--- src/issue_settings.svh ---
`ifndef ISSUE_SETTINGS_SVH
`define ISSUE_SETTINGS_SVH

// Decoded pairs held between decode and issue
`define ISSUE_QUEUE_DEPTH 4

// Datapath width
`define ISSUE_XLEN 32

// Architectural registers, r0 reads as zero
`define ISSUE_NREGS 32

`endif
--- src/issue_pkg.sv ---
`include "issue_settings.svh"

package issue_pkg;

    typedef logic [`ISSUE_XLEN-1:0]          word_t;    // Data or pc
    typedef logic [$clog2(`ISSUE_NREGS)-1:0] reg_idx_t; // Register index

    // Top 4 bits of the instruction word
    typedef enum logic [3:0] {
        OP_NOP  = 4'd0,
        OP_ADD  = 4'd1,
        OP_SUB  = 4'd2,
        OP_AND  = 4'd3,
        OP_OR   = 4'd4,
        OP_XOR  = 4'd5,
        OP_SLL  = 4'd6,
        OP_SRL  = 4'd7,
        OP_ADDI = 4'd8,
        OP_LUI  = 4'd9
    } opcode_e;

    typedef enum logic [2:0] {
        ALU_ADD,
        ALU_SUB,
        ALU_AND,
        ALU_OR,
        ALU_XOR,
        ALU_SLL,
        ALU_SRL,
        ALU_PASS_B  // LUI result is op2 as is
    } alu_op_e;

    typedef enum logic {
        SRC2_REG,
        SRC2_IMM
    } src2_sel_e;

    // One decoded slot as it sits in the queue
    typedef struct packed {
        logic      valid;
        word_t     pc;
        alu_op_e   alu_op;
        reg_idx_t  rd;
        reg_idx_t  rs1;       // Zero when not read
        reg_idx_t  rs2;       // Zero when not read
        word_t     imm;       // Already extended, or shifted for LUI
        src2_sel_e src2_sel;
        logic      rf_we;     // Low for NOP and rd 0
        logic      is_nop;    // NOP produces no writeback report
    } pc_set_t;

    // One slot of the execute register
    typedef struct packed {
        logic     valid;
        word_t    pc;
        alu_op_e  alu_op;
        reg_idx_t rd;
        logic     rf_we;
        logic     is_nop;
        reg_idx_t rs1;
        reg_idx_t rs2;
        word_t    op1;
        word_t    op2;
        logic     op1_reg;    // op1 read from a nonzero register
        logic     op2_reg;    // op2 read from a nonzero register
    } ex_slot_t;

endpackage

--- src/issue_ifs.sv ---
`timescale 1ns/1ps

////////////////////////////////////////////////////////////
// Decoded pair stream with valid/ready
////////////////////////////////////////////////////////////
interface issue_slot_if;
    import issue_pkg::*;

    logic    valid;
    logic    ready;
    pc_set_t set_a;   // Older slot
    pc_set_t set_b;   // Younger slot

    modport up   (output valid, output set_a, output set_b, input  ready);
    modport down (input  valid, input  set_a, input  set_b, output ready);
endinterface


--- src/issue_queue.sv ---
`timescale 1ns/1ps
`include "issue_settings.svh"

module issue_queue (
    input  logic       clk,
    input  logic       rstn,
    issue_slot_if.down i_pair,
    issue_slot_if.up   o_pair
);
    import issue_pkg::*;

    localparam int DEPTH = `ISSUE_QUEUE_DEPTH;
    localparam int PW    = (DEPTH > 1) ? $clog2(DEPTH) : 1;
    localparam int CW    = $clog2(DEPTH + 1);
    localparam logic [CW-1:0] FULL = CW'(DEPTH);

    pc_set_t       mem_a [DEPTH];  // Slot A storage
    pc_set_t       mem_b [DEPTH];  // Slot B storage
    logic [PW-1:0] wr_ptr;
    logic [PW-1:0] rd_ptr;
    logic [CW-1:0] count;
    logic          push;
    logic          pop;

    // Circular increment, depth need not be a power of two
    function automatic logic [PW-1:0] nxt(input logic [PW-1:0] p);
        return (p == PW'(DEPTH - 1)) ? '0 : p + PW'(1);
    endfunction

    // Full queue still takes a pair when the head leaves this edge
    assign i_pair.ready = (count != FULL) || o_pair.ready;
    assign push         = i_pair.valid && i_pair.ready;
    assign pop          = o_pair.valid && o_pair.ready;

    assign o_pair.valid = (count != '0);
    assign o_pair.set_a = mem_a[rd_ptr];
    assign o_pair.set_b = mem_b[rd_ptr];

    always_ff @(posedge clk or negedge rstn) begin
        if (!rstn) begin
            wr_ptr <= '0;
            rd_ptr <= '0;
            count  <= '0;
        end else begin
            if (push) begin
                wr_ptr <= nxt(wr_ptr);
            end
            if (pop) begin
                rd_ptr <= nxt(rd_ptr);
            end
            case ({push, pop})
                2'b10:   count <= count + CW'(1);
                2'b01:   count <= count - CW'(1);
                default: count <= count;  // Both or neither
            endcase
        end
    end

    always_ff @(posedge clk) begin
        if (push) begin
            mem_a[wr_ptr] <= i_pair.set_a;
            mem_b[wr_ptr] <= i_pair.set_b;
        end
    end

endmodule

--- src/flat_wrapper.sv ---
// flat-port wrapper written by rule: the top's interface ports become plain ports
module issue_queue_flat import issue_pkg::*;
  (clk, rstn, i_pair_valid, i_pair_set_a, i_pair_set_b, i_pair_ready, o_pair_valid, o_pair_set_a, o_pair_set_b, o_pair_ready);
  issue_slot_if i_pair_i ();
  issue_slot_if o_pair_i ();
  input  logic clk;
  input  logic rstn;
  input wire logic [$bits(i_pair_i.valid)-1:0] i_pair_valid;
  input wire logic [$bits(i_pair_i.set_a)-1:0] i_pair_set_a;
  input wire logic [$bits(i_pair_i.set_b)-1:0] i_pair_set_b;
  output wire logic [$bits(i_pair_i.ready)-1:0] i_pair_ready;
  output wire logic [$bits(o_pair_i.valid)-1:0] o_pair_valid;
  output wire logic [$bits(o_pair_i.set_a)-1:0] o_pair_set_a;
  output wire logic [$bits(o_pair_i.set_b)-1:0] o_pair_set_b;
  input wire logic [$bits(o_pair_i.ready)-1:0] o_pair_ready;
  assign i_pair_i.valid = i_pair_valid;
  assign i_pair_i.set_a = i_pair_set_a;
  assign i_pair_i.set_b = i_pair_set_b;
  assign i_pair_ready = i_pair_i.ready;
  assign o_pair_valid = o_pair_i.valid;
  assign o_pair_set_a = o_pair_i.set_a;
  assign o_pair_set_b = o_pair_i.set_b;
  assign o_pair_i.ready = o_pair_ready;
  issue_queue u_core (.clk(clk), .rstn(rstn), .i_pair(i_pair_i), .o_pair(o_pair_i));
endmodule
--- config.mk ---
export PLATFORM = sky130hd
export DESIGN_NAME = issue_queue_flat
export DESIGN_NICKNAME = d
export VERILOG_FILES = /design/src/issue_pkg.sv /design/src/issue_ifs.sv /design/src/issue_queue.sv /design/src/flat_wrapper.sv
export VERILOG_INCLUDE_DIRS = /design/src /design/src/src
export SDC_FILE = /design/constraint.sdc
export NUM_CORES = 1
export LEC_CHECK = 0
export BUFFER_PORTS_ARGS = -buffer_cell sky130_fd_sc_hd__buf_2
export CORE_ASPECT_RATIO = 1.5
export CORE_UTILIZATION = 50
export DETAILED_ROUTE_END_ITERATION = 8
export GPL_TIMING_DRIVEN = 0
export PLACE_DENSITY = 0.82
export SLEW_MARGIN = 20
export SYNTH_ARGS = -nofsm -noshare
export SYNTH_HDL_FRONTEND = slang
export SYNTH_SLANG_ARGS = --single-unit
--- constraint.sdc ---
create_clock -name clk -period 7.2 [get_ports clk]
set_input_delay 0.36 -clock clk [delete_from_list [all_inputs] [get_ports clk]]
set_output_delay 0.36 -clock clk [all_outputs]
set_load 0.005 [all_outputs]
==> flow_summary.ini <==
[yosys]
syn_inst = 943
yosysMostFrequentCell = edfxtp_1
ys.flop_type = edfxtp_1
async_flop_share_pct = 1.01
synth.largest_area_cell = edfxtp_1
post_synth.cell_area_avg_um2 = 26.8
synth_edf_count = 688
synth_area_leaders = edfxtp_1, mux4_2, buf_6
synth_top_area_share_pct = 81.8
seq_area_frac_synth_pct = 82.4
synth_common_cells = edfxtp_1, mux4_2, buf_6
syn_nets = 1126
ys_warn_count = 0
synth_seq_cells = 695
synth_cell_type_count = 23
synth_area_um2 = 25300

[detailed_routing]
drc = 0
drt_iter0_drc = 761
ant_nets = 0
avgRoutedWirePerCell_um = 24.4
via_per_inst = 5.49
drt-pass1-iter-count = 5
wl_um = 54900
vias = 12400

[critical_path]
arrival_ns = 2.60
cp_max_fo = 10
crit_path_end_kind = output pin
reg2reg_depth = 10
rr_endpoint = u_core.count[2]
setup.worst_path.class = flip-flop to output pin
worstPathRequired_ns = 6.84
rr_startpoint = u_core.count[0]
regToRegSetupSlack_ns = 4.63
crit_path_start_kind = flip-flop
crit_path_start = u_core.rd_ptr[1]

[hold_path]
hold_path_class = input port to flip-flop
holdPathStages = 3
worstHoldEndpoint = u_core.wr_ptr[1]
hold_start = i_pair_valid

[pwr]
p_per_area_nw_per_um2 = 388
sequentialPowerShare_pct = 44.0
p_sw_share_pct = 28.2
clock_power_share_pct = 26.3
power_leakage_nw = 11.0
pwr-share-comb_pct = 29.7
power_w = 0.0124
p_switching_w = 0.00350
p_int_w = 0.00891
vdd_ir_drop_max_mv = 0.287

[global_routing]
grt_antenna_before_repair = 3
grt_max_degree = 47
grt-ovfl-total = 0
grt_pass1_vias = 13800
grt_usage_pct = 21.8
grt_pass1_wl_um = 82000

[timing]
finalHoldViolations = 0
fmax_ghz = 0.338
relSlewSlack_pct = 49.4
fin_crit_ns = 2.96
drv_slew = 0
tightestPinTransition_ns = 0.760
rsz0062_at_grt = no
setup_viol = 0
finalCritPeriodShare_pct = 41.1
tns_ns = 0
fin_worst_skew_ns = 0.0139

[floorplan]
start_util_pct = 50.7
die_h_um = 277
fp.dieW_um = 186
rows = 100
dieArea_um2 = 51500
core_region_area_um2 = 49800
io-pin-count = 350

[clocking]
cts_setup_buffers = 0
ctsRootBufferMaster = clkbuf_16
cts_resized = 0
cts_hold_repair.buffers = 173
clock-sinks = 695
h-tree-depth = 2
tritoncts = done
clk_pin_slew_ns = 0.06
worstSkewPairLatency_ns = 0.62
clockBufferDepth = 3
numCtsBuffers = 61

[status]
outcome = finished, final reports clean

[layout]
num-fill-cells = 3242
drive_gt1_share_pct = 41.4
instances_no_fill = 2255
area_growth_syn_to_layout_pct = 26.6
nNetsFinal = 1725

[placed_design]
dp_hpwl_um = 33600
placed_cells = 1969
place_congestion = 0.744
port_buffers = 349

[flow_run]
cap_violations = 0
[cells by family after synthesis]
| logic type | after synthesis | share of synthesized area (%) |
|---|---|---|
| multiplexers | 174 | 15.4 |
| buffers and inverters | 47 | 1.23 |
| flip-flops | 695 | 82.4 |
| AO/OA/AOI/OAI | 3 | 0.0891 |
| XOR/XNOR | 3 | 0.104 |
| adder cells (fa/ha/maj) | 7 | 0.376 |
| AND/OR/NAND/NOR | 14 | 0.337 |
[placed cells by master (no fill, tap or decap), drive strengths merged, types with 3 or more instances in the layout]
master | netlist | final
clkinv | 0 | 26
mux4 | 172 | 172
ha | 6 | 6
bufinv | 0 | 8
edfxtp | 688 | 688
inv | 7 | 11
o21ai | 3 | 3
nor2 | 3 | 3
clkinvlp | 0 | 4
dfrtp | 7 | 7
and3 | 4 | 4
buf | 36 | 399
clkbuf | 4 | 73
dlygate4sd3 | 0 | 173
[worst max path at each step]
stage                     endpoint  slack, ns  cells past startpoint
2_1_floorplan   u_core.mem_a[0][0]       3.94                      3
3_3_place_gp   u_core.mem_b[0][47]       2.34                      4
3_5_place_dp       u_core.count[2]       4.67                     11
4_1_cts           o_pair_set_a[10]       4.14                      4
5_1_grt           o_pair_set_a[10]       4.08                      4
6_report          o_pair_set_a[10]       4.24                      4
[stage by stage]
step                      instance area [um2]  hold slack [ns]  worst slack (ns)  utilization (%)
after floorplan                         25300           0.0644              3.94                -
after global placement                  27800            0.203              2.34             55.9
final                                   32000           0.0760              4.24             64.2
after CTS                               32000           0.0300              4.14             64.2
after detailed placement                28200            0.214              4.67             56.7
after global routing                    32000           0.0657              4.08             64.2
[worst max-delay path: stages (launching register included)]
cell	delay, ns
dfrtp_1	0.38
buf_2	0.34
buf_1	0.60
mux4_2	0.49
buf_2	0.17
[sequential cells by signal (all words and copies together) (netlist names)]
signal         cells
u_core.count       3
u_core.mem_a     344
u_core.mem_b     344
u_core.rd_ptr      2
u_core.wr_ptr      2
[per-layer routing]
metal  track usage [%]  up-vias  part of all wire [%]
met5                 0        -                 0.015
met4              9.58        2                   4.4
met3              4.82      138                   6.5
met2              39.5      492                    55
met1              24.2     6434                    34
li1                  -     5306                     -
[final cells by class]
type	count	area [um2]	area share, %
clock buffer	69	1560	4.87
antenna	2	5.00	0.0156
inverter	7	26.3	0.0821
clock inverter	42	445	1.39
multi-input combinational	201	4140	12.9
buffer	40	284	0.888
sequential	695	20800	65.1
tap	663	830	2.59
timing repair buffer	536	3860	12.1
[power groups by stage]
stage               logic, W  clock network, W  registers [W]
CTS                  0.00374           0.00331        0.00546
floorplan            0.00208                 0        0.00552
detailed placement   0.00363                 0        0.00553
global placement     0.00343                 0        0.00560
global route         0.00395           0.00347        0.00551
finish               0.00369           0.00326        0.00546
No activity file was read; power rests on OpenSTA's default activity.
