===== src/issue_settings.svh =====
`ifndef ISSUE_SETTINGS_SVH
`define ISSUE_SETTINGS_SVH

// Decoded pairs held between decode and issue
`define ISSUE_QUEUE_DEPTH 4

// Datapath width
`define ISSUE_XLEN 32

// Architectural registers, r0 reads as zero
`define ISSUE_NREGS 32

`endif

===== src/issue_pkg.sv =====
`include "issue_settings.svh"

package issue_pkg;

    typedef logic [`ISSUE_XLEN-1:0]          word_t;    // Data or pc
    typedef logic [$clog2(`ISSUE_NREGS)-1:0] reg_idx_t; // Register index

    // Top 4 bits of the instruction word
    typedef enum logic [3:0] {
        OP_NOP  = 4'd0,
        OP_ADD  = 4'd1,
        OP_SUB  = 4'd2,
        OP_AND  = 4'd3,
        OP_OR   = 4'd4,
        OP_XOR  = 4'd5,
        OP_SLL  = 4'd6,
        OP_SRL  = 4'd7,
        OP_ADDI = 4'd8,
        OP_LUI  = 4'd9
    } opcode_e;

    typedef enum logic [2:0] {
        ALU_ADD,
        ALU_SUB,
        ALU_AND,
        ALU_OR,
        ALU_XOR,
        ALU_SLL,
        ALU_SRL,
        ALU_PASS_B  // LUI result is op2 as is
    } alu_op_e;

    typedef enum logic {
        SRC2_REG,
        SRC2_IMM
    } src2_sel_e;

    // One decoded slot as it sits in the queue
    typedef struct packed {
        logic      valid;
        word_t     pc;
        alu_op_e   alu_op;
        reg_idx_t  rd;
        reg_idx_t  rs1;       // Zero when not read
        reg_idx_t  rs2;       // Zero when not read
        word_t     imm;       // Already extended, or shifted for LUI
        src2_sel_e src2_sel;
        logic      rf_we;     // Low for NOP and rd 0
        logic      is_nop;    // NOP produces no writeback report
    } pc_set_t;

    // One slot of the execute register
    typedef struct packed {
        logic     valid;
        word_t    pc;
        alu_op_e  alu_op;
        reg_idx_t rd;
        logic     rf_we;
        logic     is_nop;
        reg_idx_t rs1;
        reg_idx_t rs2;
        word_t    op1;
        word_t    op2;
        logic     op1_reg;    // op1 read from a nonzero register
        logic     op2_reg;    // op2 read from a nonzero register
    } ex_slot_t;

endpackage


===== src/issue_ifs.sv =====
`timescale 1ns/1ps

////////////////////////////////////////////////////////////
// Decoded pair stream with valid/ready
////////////////////////////////////////////////////////////
interface issue_slot_if;
    import issue_pkg::*;

    logic    valid;
    logic    ready;
    pc_set_t set_a;   // Older slot
    pc_set_t set_b;   // Younger slot

    modport up   (output valid, output set_a, output set_b, input  ready);
    modport down (input  valid, input  set_a, input  set_b, output ready);
endinterface



===== src/inst_decoder.sv =====
`timescale 1ns/1ps

module inst_decoder (
    input  logic             clk,
    input  logic             rstn,
    input  logic             i_valid,
    output logic             o_ready,
    input  issue_pkg::word_t i_pc,
    input  issue_pkg::word_t i_inst_a,
    input  issue_pkg::word_t i_inst_b,
    issue_slot_if.up         o_pair
);
    import issue_pkg::*;

    logic rdy_en;  // Held low until the first edge after reset

    // Field split and opcode mapping for one word
    function automatic pc_set_t decode(input word_t inst, input word_t pc);
        pc_set_t s;
        s          = '0;
        s.valid    = 1'b1;
        s.pc       = pc;
        s.rd       = inst[27:23];
        s.rs1      = inst[22:18];
        s.rs2      = inst[17:13];
        s.imm      = {{(`ISSUE_XLEN-13){inst[12]}}, inst[12:0]};  // Sign extend
        s.src2_sel = SRC2_REG;
        s.alu_op   = ALU_ADD;
        case (opcode_e'(inst[31:28]))
            OP_ADD:  s.alu_op = ALU_ADD;
            OP_SUB:  s.alu_op = ALU_SUB;
            OP_AND:  s.alu_op = ALU_AND;
            OP_OR:   s.alu_op = ALU_OR;
            OP_XOR:  s.alu_op = ALU_XOR;
            OP_SLL:  s.alu_op = ALU_SLL;
            OP_SRL:  s.alu_op = ALU_SRL;
            OP_ADDI: begin
                s.src2_sel = SRC2_IMM;
                s.rs2      = '0;                     // No false dependence on rs2
            end
            OP_LUI: begin
                s.alu_op   = ALU_PASS_B;
                s.src2_sel = SRC2_IMM;
                s.imm      = {inst[12:0], {(`ISSUE_XLEN-13){1'b0}}};  // Bits 31..19
                s.rs1      = '0;
                s.rs2      = '0;
            end
            default: begin                           // NOP and unused codes
                s.is_nop = 1'b1;
                s.rd     = '0;
                s.rs1    = '0;
                s.rs2    = '0;
            end
        endcase
        s.rf_we = !s.is_nop && (s.rd != '0);
        return s;
    endfunction

    // Accept when the output register is empty or being taken
    assign o_ready = rdy_en && (!o_pair.valid || o_pair.ready);

    always_ff @(posedge clk or negedge rstn) begin
        if (!rstn) begin
            rdy_en       <= 1'b0;
            o_pair.valid <= 1'b0;
        end else begin
            rdy_en <= 1'b1;
            if (o_ready) begin
                o_pair.valid <= i_valid;
            end
        end
    end

    // Payload, no reset
    always_ff @(posedge clk) begin
        if (o_ready && i_valid) begin
            o_pair.set_a <= decode(i_inst_a, i_pc);
            o_pair.set_b <= decode(i_inst_b, i_pc + word_t'(4));  // Slot B is pc + 4
        end
    end

endmodule


===== src/flat_wrapper.sv =====
// flat-port wrapper written by rule: the top's interface ports become plain ports
module inst_decoder_flat import issue_pkg::*;
  (clk, rstn, i_valid, o_ready, i_pc, i_inst_a, i_inst_b, o_pair_valid, o_pair_set_a, o_pair_set_b, o_pair_ready);
  issue_slot_if o_pair_i ();
  input  logic clk;
  input  logic rstn;
  input  logic i_valid;
  output logic o_ready;
  input  issue_pkg::word_t i_pc;
  input  issue_pkg::word_t i_inst_a;
  input  issue_pkg::word_t i_inst_b;
  output wire logic [$bits(o_pair_i.valid)-1:0] o_pair_valid;
  output wire logic [$bits(o_pair_i.set_a)-1:0] o_pair_set_a;
  output wire logic [$bits(o_pair_i.set_b)-1:0] o_pair_set_b;
  input wire logic [$bits(o_pair_i.ready)-1:0] o_pair_ready;
  assign o_pair_valid = o_pair_i.valid;
  assign o_pair_set_a = o_pair_i.set_a;
  assign o_pair_set_b = o_pair_i.set_b;
  assign o_pair_i.ready = o_pair_ready;
  inst_decoder u_core (.clk(clk), .rstn(rstn), .i_valid(i_valid), .o_ready(o_ready), .i_pc(i_pc), .i_inst_a(i_inst_a), .i_inst_b(i_inst_b), .o_pair(o_pair_i));
endmodule

===== config.mk =====
export PLATFORM = sky130hd
export DESIGN_NAME = inst_decoder_flat
export DESIGN_NICKNAME = d
export VERILOG_FILES = /design/src/issue_pkg.sv /design/src/issue_ifs.sv /design/src/inst_decoder.sv /design/src/flat_wrapper.sv
export VERILOG_INCLUDE_DIRS = /design/src /design/src/src
export SDC_FILE = /design/constraint.sdc
export NUM_CORES = 1
export LEC_CHECK = 0
export ABC_AREA = 1
export BUFFER_PORTS_ARGS = -buffer_cell sky130_fd_sc_hd__clkbuf_2
export CAP_MARGIN = 20
export CORE_MARGIN = 1
export CORE_UTILIZATION = 49
export CTS_BUF_LIST = sky130_fd_sc_hd__clkbuf_4
export CTS_CLUSTER_DIAMETER = 80
export DETAILED_ROUTE_END_ITERATION = 10
export PLACE_DENSITY = 0.81
export REMOVE_ABC_BUFFERS = 1
export SLEW_MARGIN = 30
export SYNTH_ARGS = -nofsm -noshare
export SYNTH_HDL_FRONTEND = slang
export SYNTH_SLANG_ARGS = --single-unit

===== constraint.sdc =====
create_clock -name clk -period 14.8 [get_ports clk]
set_input_delay 0 -clock clk [delete_from_list [all_inputs] [get_ports clk]]
set_output_delay 0 -clock clk [all_outputs]
set_load 0.03 [all_outputs]

==> metrics.md <==
| Metric | Value |
|---|---|
| Slew headroom | 0.511 |
| MaxCap Viol Count | 0 |
| Class of the worst hold path | primary input to flop |
| Worst-path fanout max | 82 |
| Final hold vios | 0 |
| First-pass GRT wire length | 27.9 mm |
| Fin crit share | 0.169 |
| Worst-margin pin slew | 733 ps |
| Area grow syn2layout | 46.7% |
| Setup TNS | 0 ps |
| Largest net degree at the start of global routing | 83 |
| Total track usage | 0.264 |
| Crit start category | flop |
| Unique masters post-synth | 24 |
| Maximum vdd ir drop | approximately 0.061 mV |
| CTS root buffer | clkbuf_4 |
| Fin area | approximately 9800 um^2 |
| Xor and xnor area share after synthesis | 0.0196 |
| # placed instances | around 1,000 |
| Slew Limit Fails | 0 |
| Post-route insts no fill | 1,165 |
| Vias after detailed routing | 5,585 |
| Leak pwr | about 4.5 nW |
| Die area | approximately 14,000 um^2 |
| Critical Path End Type | flop |
| Final worst slack | between 10,000 and 15,000 ps |
| Routability cong. | 0.914 |
| Grt peak-use layer | met2 |
| Biggest area consumer among synthesized cells | edfxtp_1 |
| Clk Latency, worst-skew pair | 530 ps |
| Status | finished clean |
| Synth Area in Simple Gates | 0.157 |
| CTS H-tree depth | 4 |
| CTS tree | done |
| Met3 Use GR | 0.0647 |
| Crit Path Class | flop to flop |
| Flop2flop setup slack | 12,300 ps |
| Top post-synthesis cells by area | edfxtp_1 (70%), nand2_1 (5.7%), nor2_1 (5.6%) |
| CTS Hold Bufs | approximately 140 |
| Area post-placement | 8130 um^2 |
| Worst-path clk slew | about 110 ps |
| Clock sinks | 158 |
| Post-CTS Setup Repair Bufs | 0 |
| CP Data Arrival Time | between 2000 and 3000 ps |
| Chip height | 119 um |
| Multiplexer share of the synthesized area | 0 |
| Mean Syn Cell Area | 11.8 um^2 |
| Synthesis warning total | 0 |
| Largest family of logic cells by synthesized area | simple AND/OR/NAND/NOR gates |
| Diode count | 0 |
| Die width | 119 um |
| RSZ-0062 raised after global routing | no |
| I/O Pins | 274 |
| Post-Route Utilization | 0.739 |
| Starting Density | 0.504 |
| Mapped Area | between 6000 and 7000 um^2 |
| Final net count | around 1,100 |
| Hold Path Origin | i_pc[0] |
| Via density | 4.79 |
| Post-synthesis adder-cell area fraction | 0.00187 |
| Power per cell area | 98.8 nW/um^2 |
| Endpoints failing setup | 0 |
| Pwr Total | 0.971 mW |
| Placed wire-length estimate | 10.9 mm |
| Initial DRC count | approximately 520 |
| Deepest clock path buffer count | 2 |
| RR Startpoint | u_core.o_pair.valid |
| Worst Reg-to-Reg Cells | 6 |
| Gate Count Post-Synth | approximately 570 |
| Worst hold slack | around 180 ps |
| DP Worst Slack | 11,940 ps |
| Core ar. | between 10,000 and 15,000 um^2 |
| Final ANT Viol Nets | 0 |
| Final min period | 2500 ps |
| Met2 Use GR | 0.482 |
| Routed WL per cell | 15.4 um |
| Fmax | around 400 MHz |
| Hold Crit Depth | 2 |
| Num CTS Buffers | 17 |
| Rows | 42 |
| Post_cts resized | 0 |
| Post-synthesis compound-gate area fraction | 0.0340 |
| CP required | 14,970 ps |
| Skew final | 10.4 ps |
| Antenna violations before repair | 0 |
| WL final | 17.9 mm |
| Worst hold path endpoint | u_core.o_pair.set_b[53] |
| IO Port Bufs | between 200 and 300 |
| # DRC | 0 |
| Met1 usage | 0.262 |
| DRT Pass-1 Iters | 4 |
| Sequential-to-total area share from yosys stat | 0.707 |
| Proportion of layout cells with a drive suffix above 1 | 0.349 |
| Synth top area share | 0.700 |
| Number of global-route vias before repair | 5,727 |
| Total gr overflow | 0 |
| FF+latch count, synth | ~160 |
| Reg2reg end | u_core.o_pair.set_b[71] |
worst max path at each step:
| stage | start | to | slack (ps) | depth (start not counted) |
|---|---|---|---|---|
| 2_1_floorplan | u_core.o_pair.valid | u_core.o_pair.set_a[0] | 6390 | 3 |
| 3_3_place_gp | u_core.o_pair.valid | u_core.o_pair.set_a[55] | 12020 | 5 |
| 3_5_place_dp | u_core.o_pair.valid | u_core.o_pair.set_b[56] | 11940 | 5 |
| 4_1_cts | u_core.o_pair.valid | u_core.o_pair.set_b[55] | 11920 | 5 |
| 5_1_grt | u_core.o_pair.valid | u_core.o_pair.set_b[61] | 12090 | 6 |
| 6_report | u_core.o_pair.valid | u_core.o_pair.set_b[71] | 12300 | 6 |
worst max-delay path: stages, from the launching register on:
cell and delay [ps]:
dfrtp_1 410, a21oi_1 200, inv_1 130, nor2_4 80, buf_4 320, buf_16 300
buf_6 590
state kept, by name, indices dropped and copies added (netlist names):
| name | flops |
|---|---|
| u_core.o_pair.set_b | 79 |
| u_core.o_pair.set_a | 77 |
| u_core.o_pair.valid | 1 |
| u_core.rdy_en | 1 |
cell type report:
type	count	area (um^2)
fill	856	3470
tap	176	220
clock buffer	21	158
multi-input combinational	295	1440
clock inverter	10	145
timing repair buffer	410	2760
inverter	95	357
sequential	158	4730
Yosys cell counts, drive strengths merged:
cell type and count:
edfxtp 156, nor2 112, nand2 109, inv 95, o21ai 31, buf 22
nand3 21, xor2 10, xnor2 5, dfrtp 2, a21oi 1, conb 1
ha 1, nand3b 1, nor3 1
cell usage in the layout, fill, tap and decap left out, drive strengths merged, types with 4 or more instances in the layout:
| cell | n |
|---|---|
| nand3 | 21 |
| xor2 | 10 |
| inv | 95 |
| edfxtp | 156 |
| o21ai | 31 |
| bufinv | 4 |
| clkbuf | 292 |
| nand2 | 109 |
| nor2 | 112 |
| clkinv | 6 |
| dlygate4sd3 | 136 |
| xnor2 | 5 |
cells by family after synthesis:
group,after synthesis
adders and majority gates,1
AOI/OAI and AO/OA,32
buffers and inverters,117
and+or+nand+nor,244
DFF,158
xor gates and xnor gates,15
other,1
power by group:
part	leakage, nW	internal [mW]	switching (mW)	total, mW
clock	0.167	0.138	0.141	0.279
combinational	2.85	0.0605	0.106	0.166
sequential	1.48	0.519	0.00664	0.526
total	4.50	0.718	0.253	0.971
layer usage:
metal	vias to the layer above	wire [um]
li1	2642	-
met1	2574	6100
met2	291	9530
met3	78	1190
met4	0	1070
met5	-	0
No activity file was read; power rests on OpenSTA's default activity.
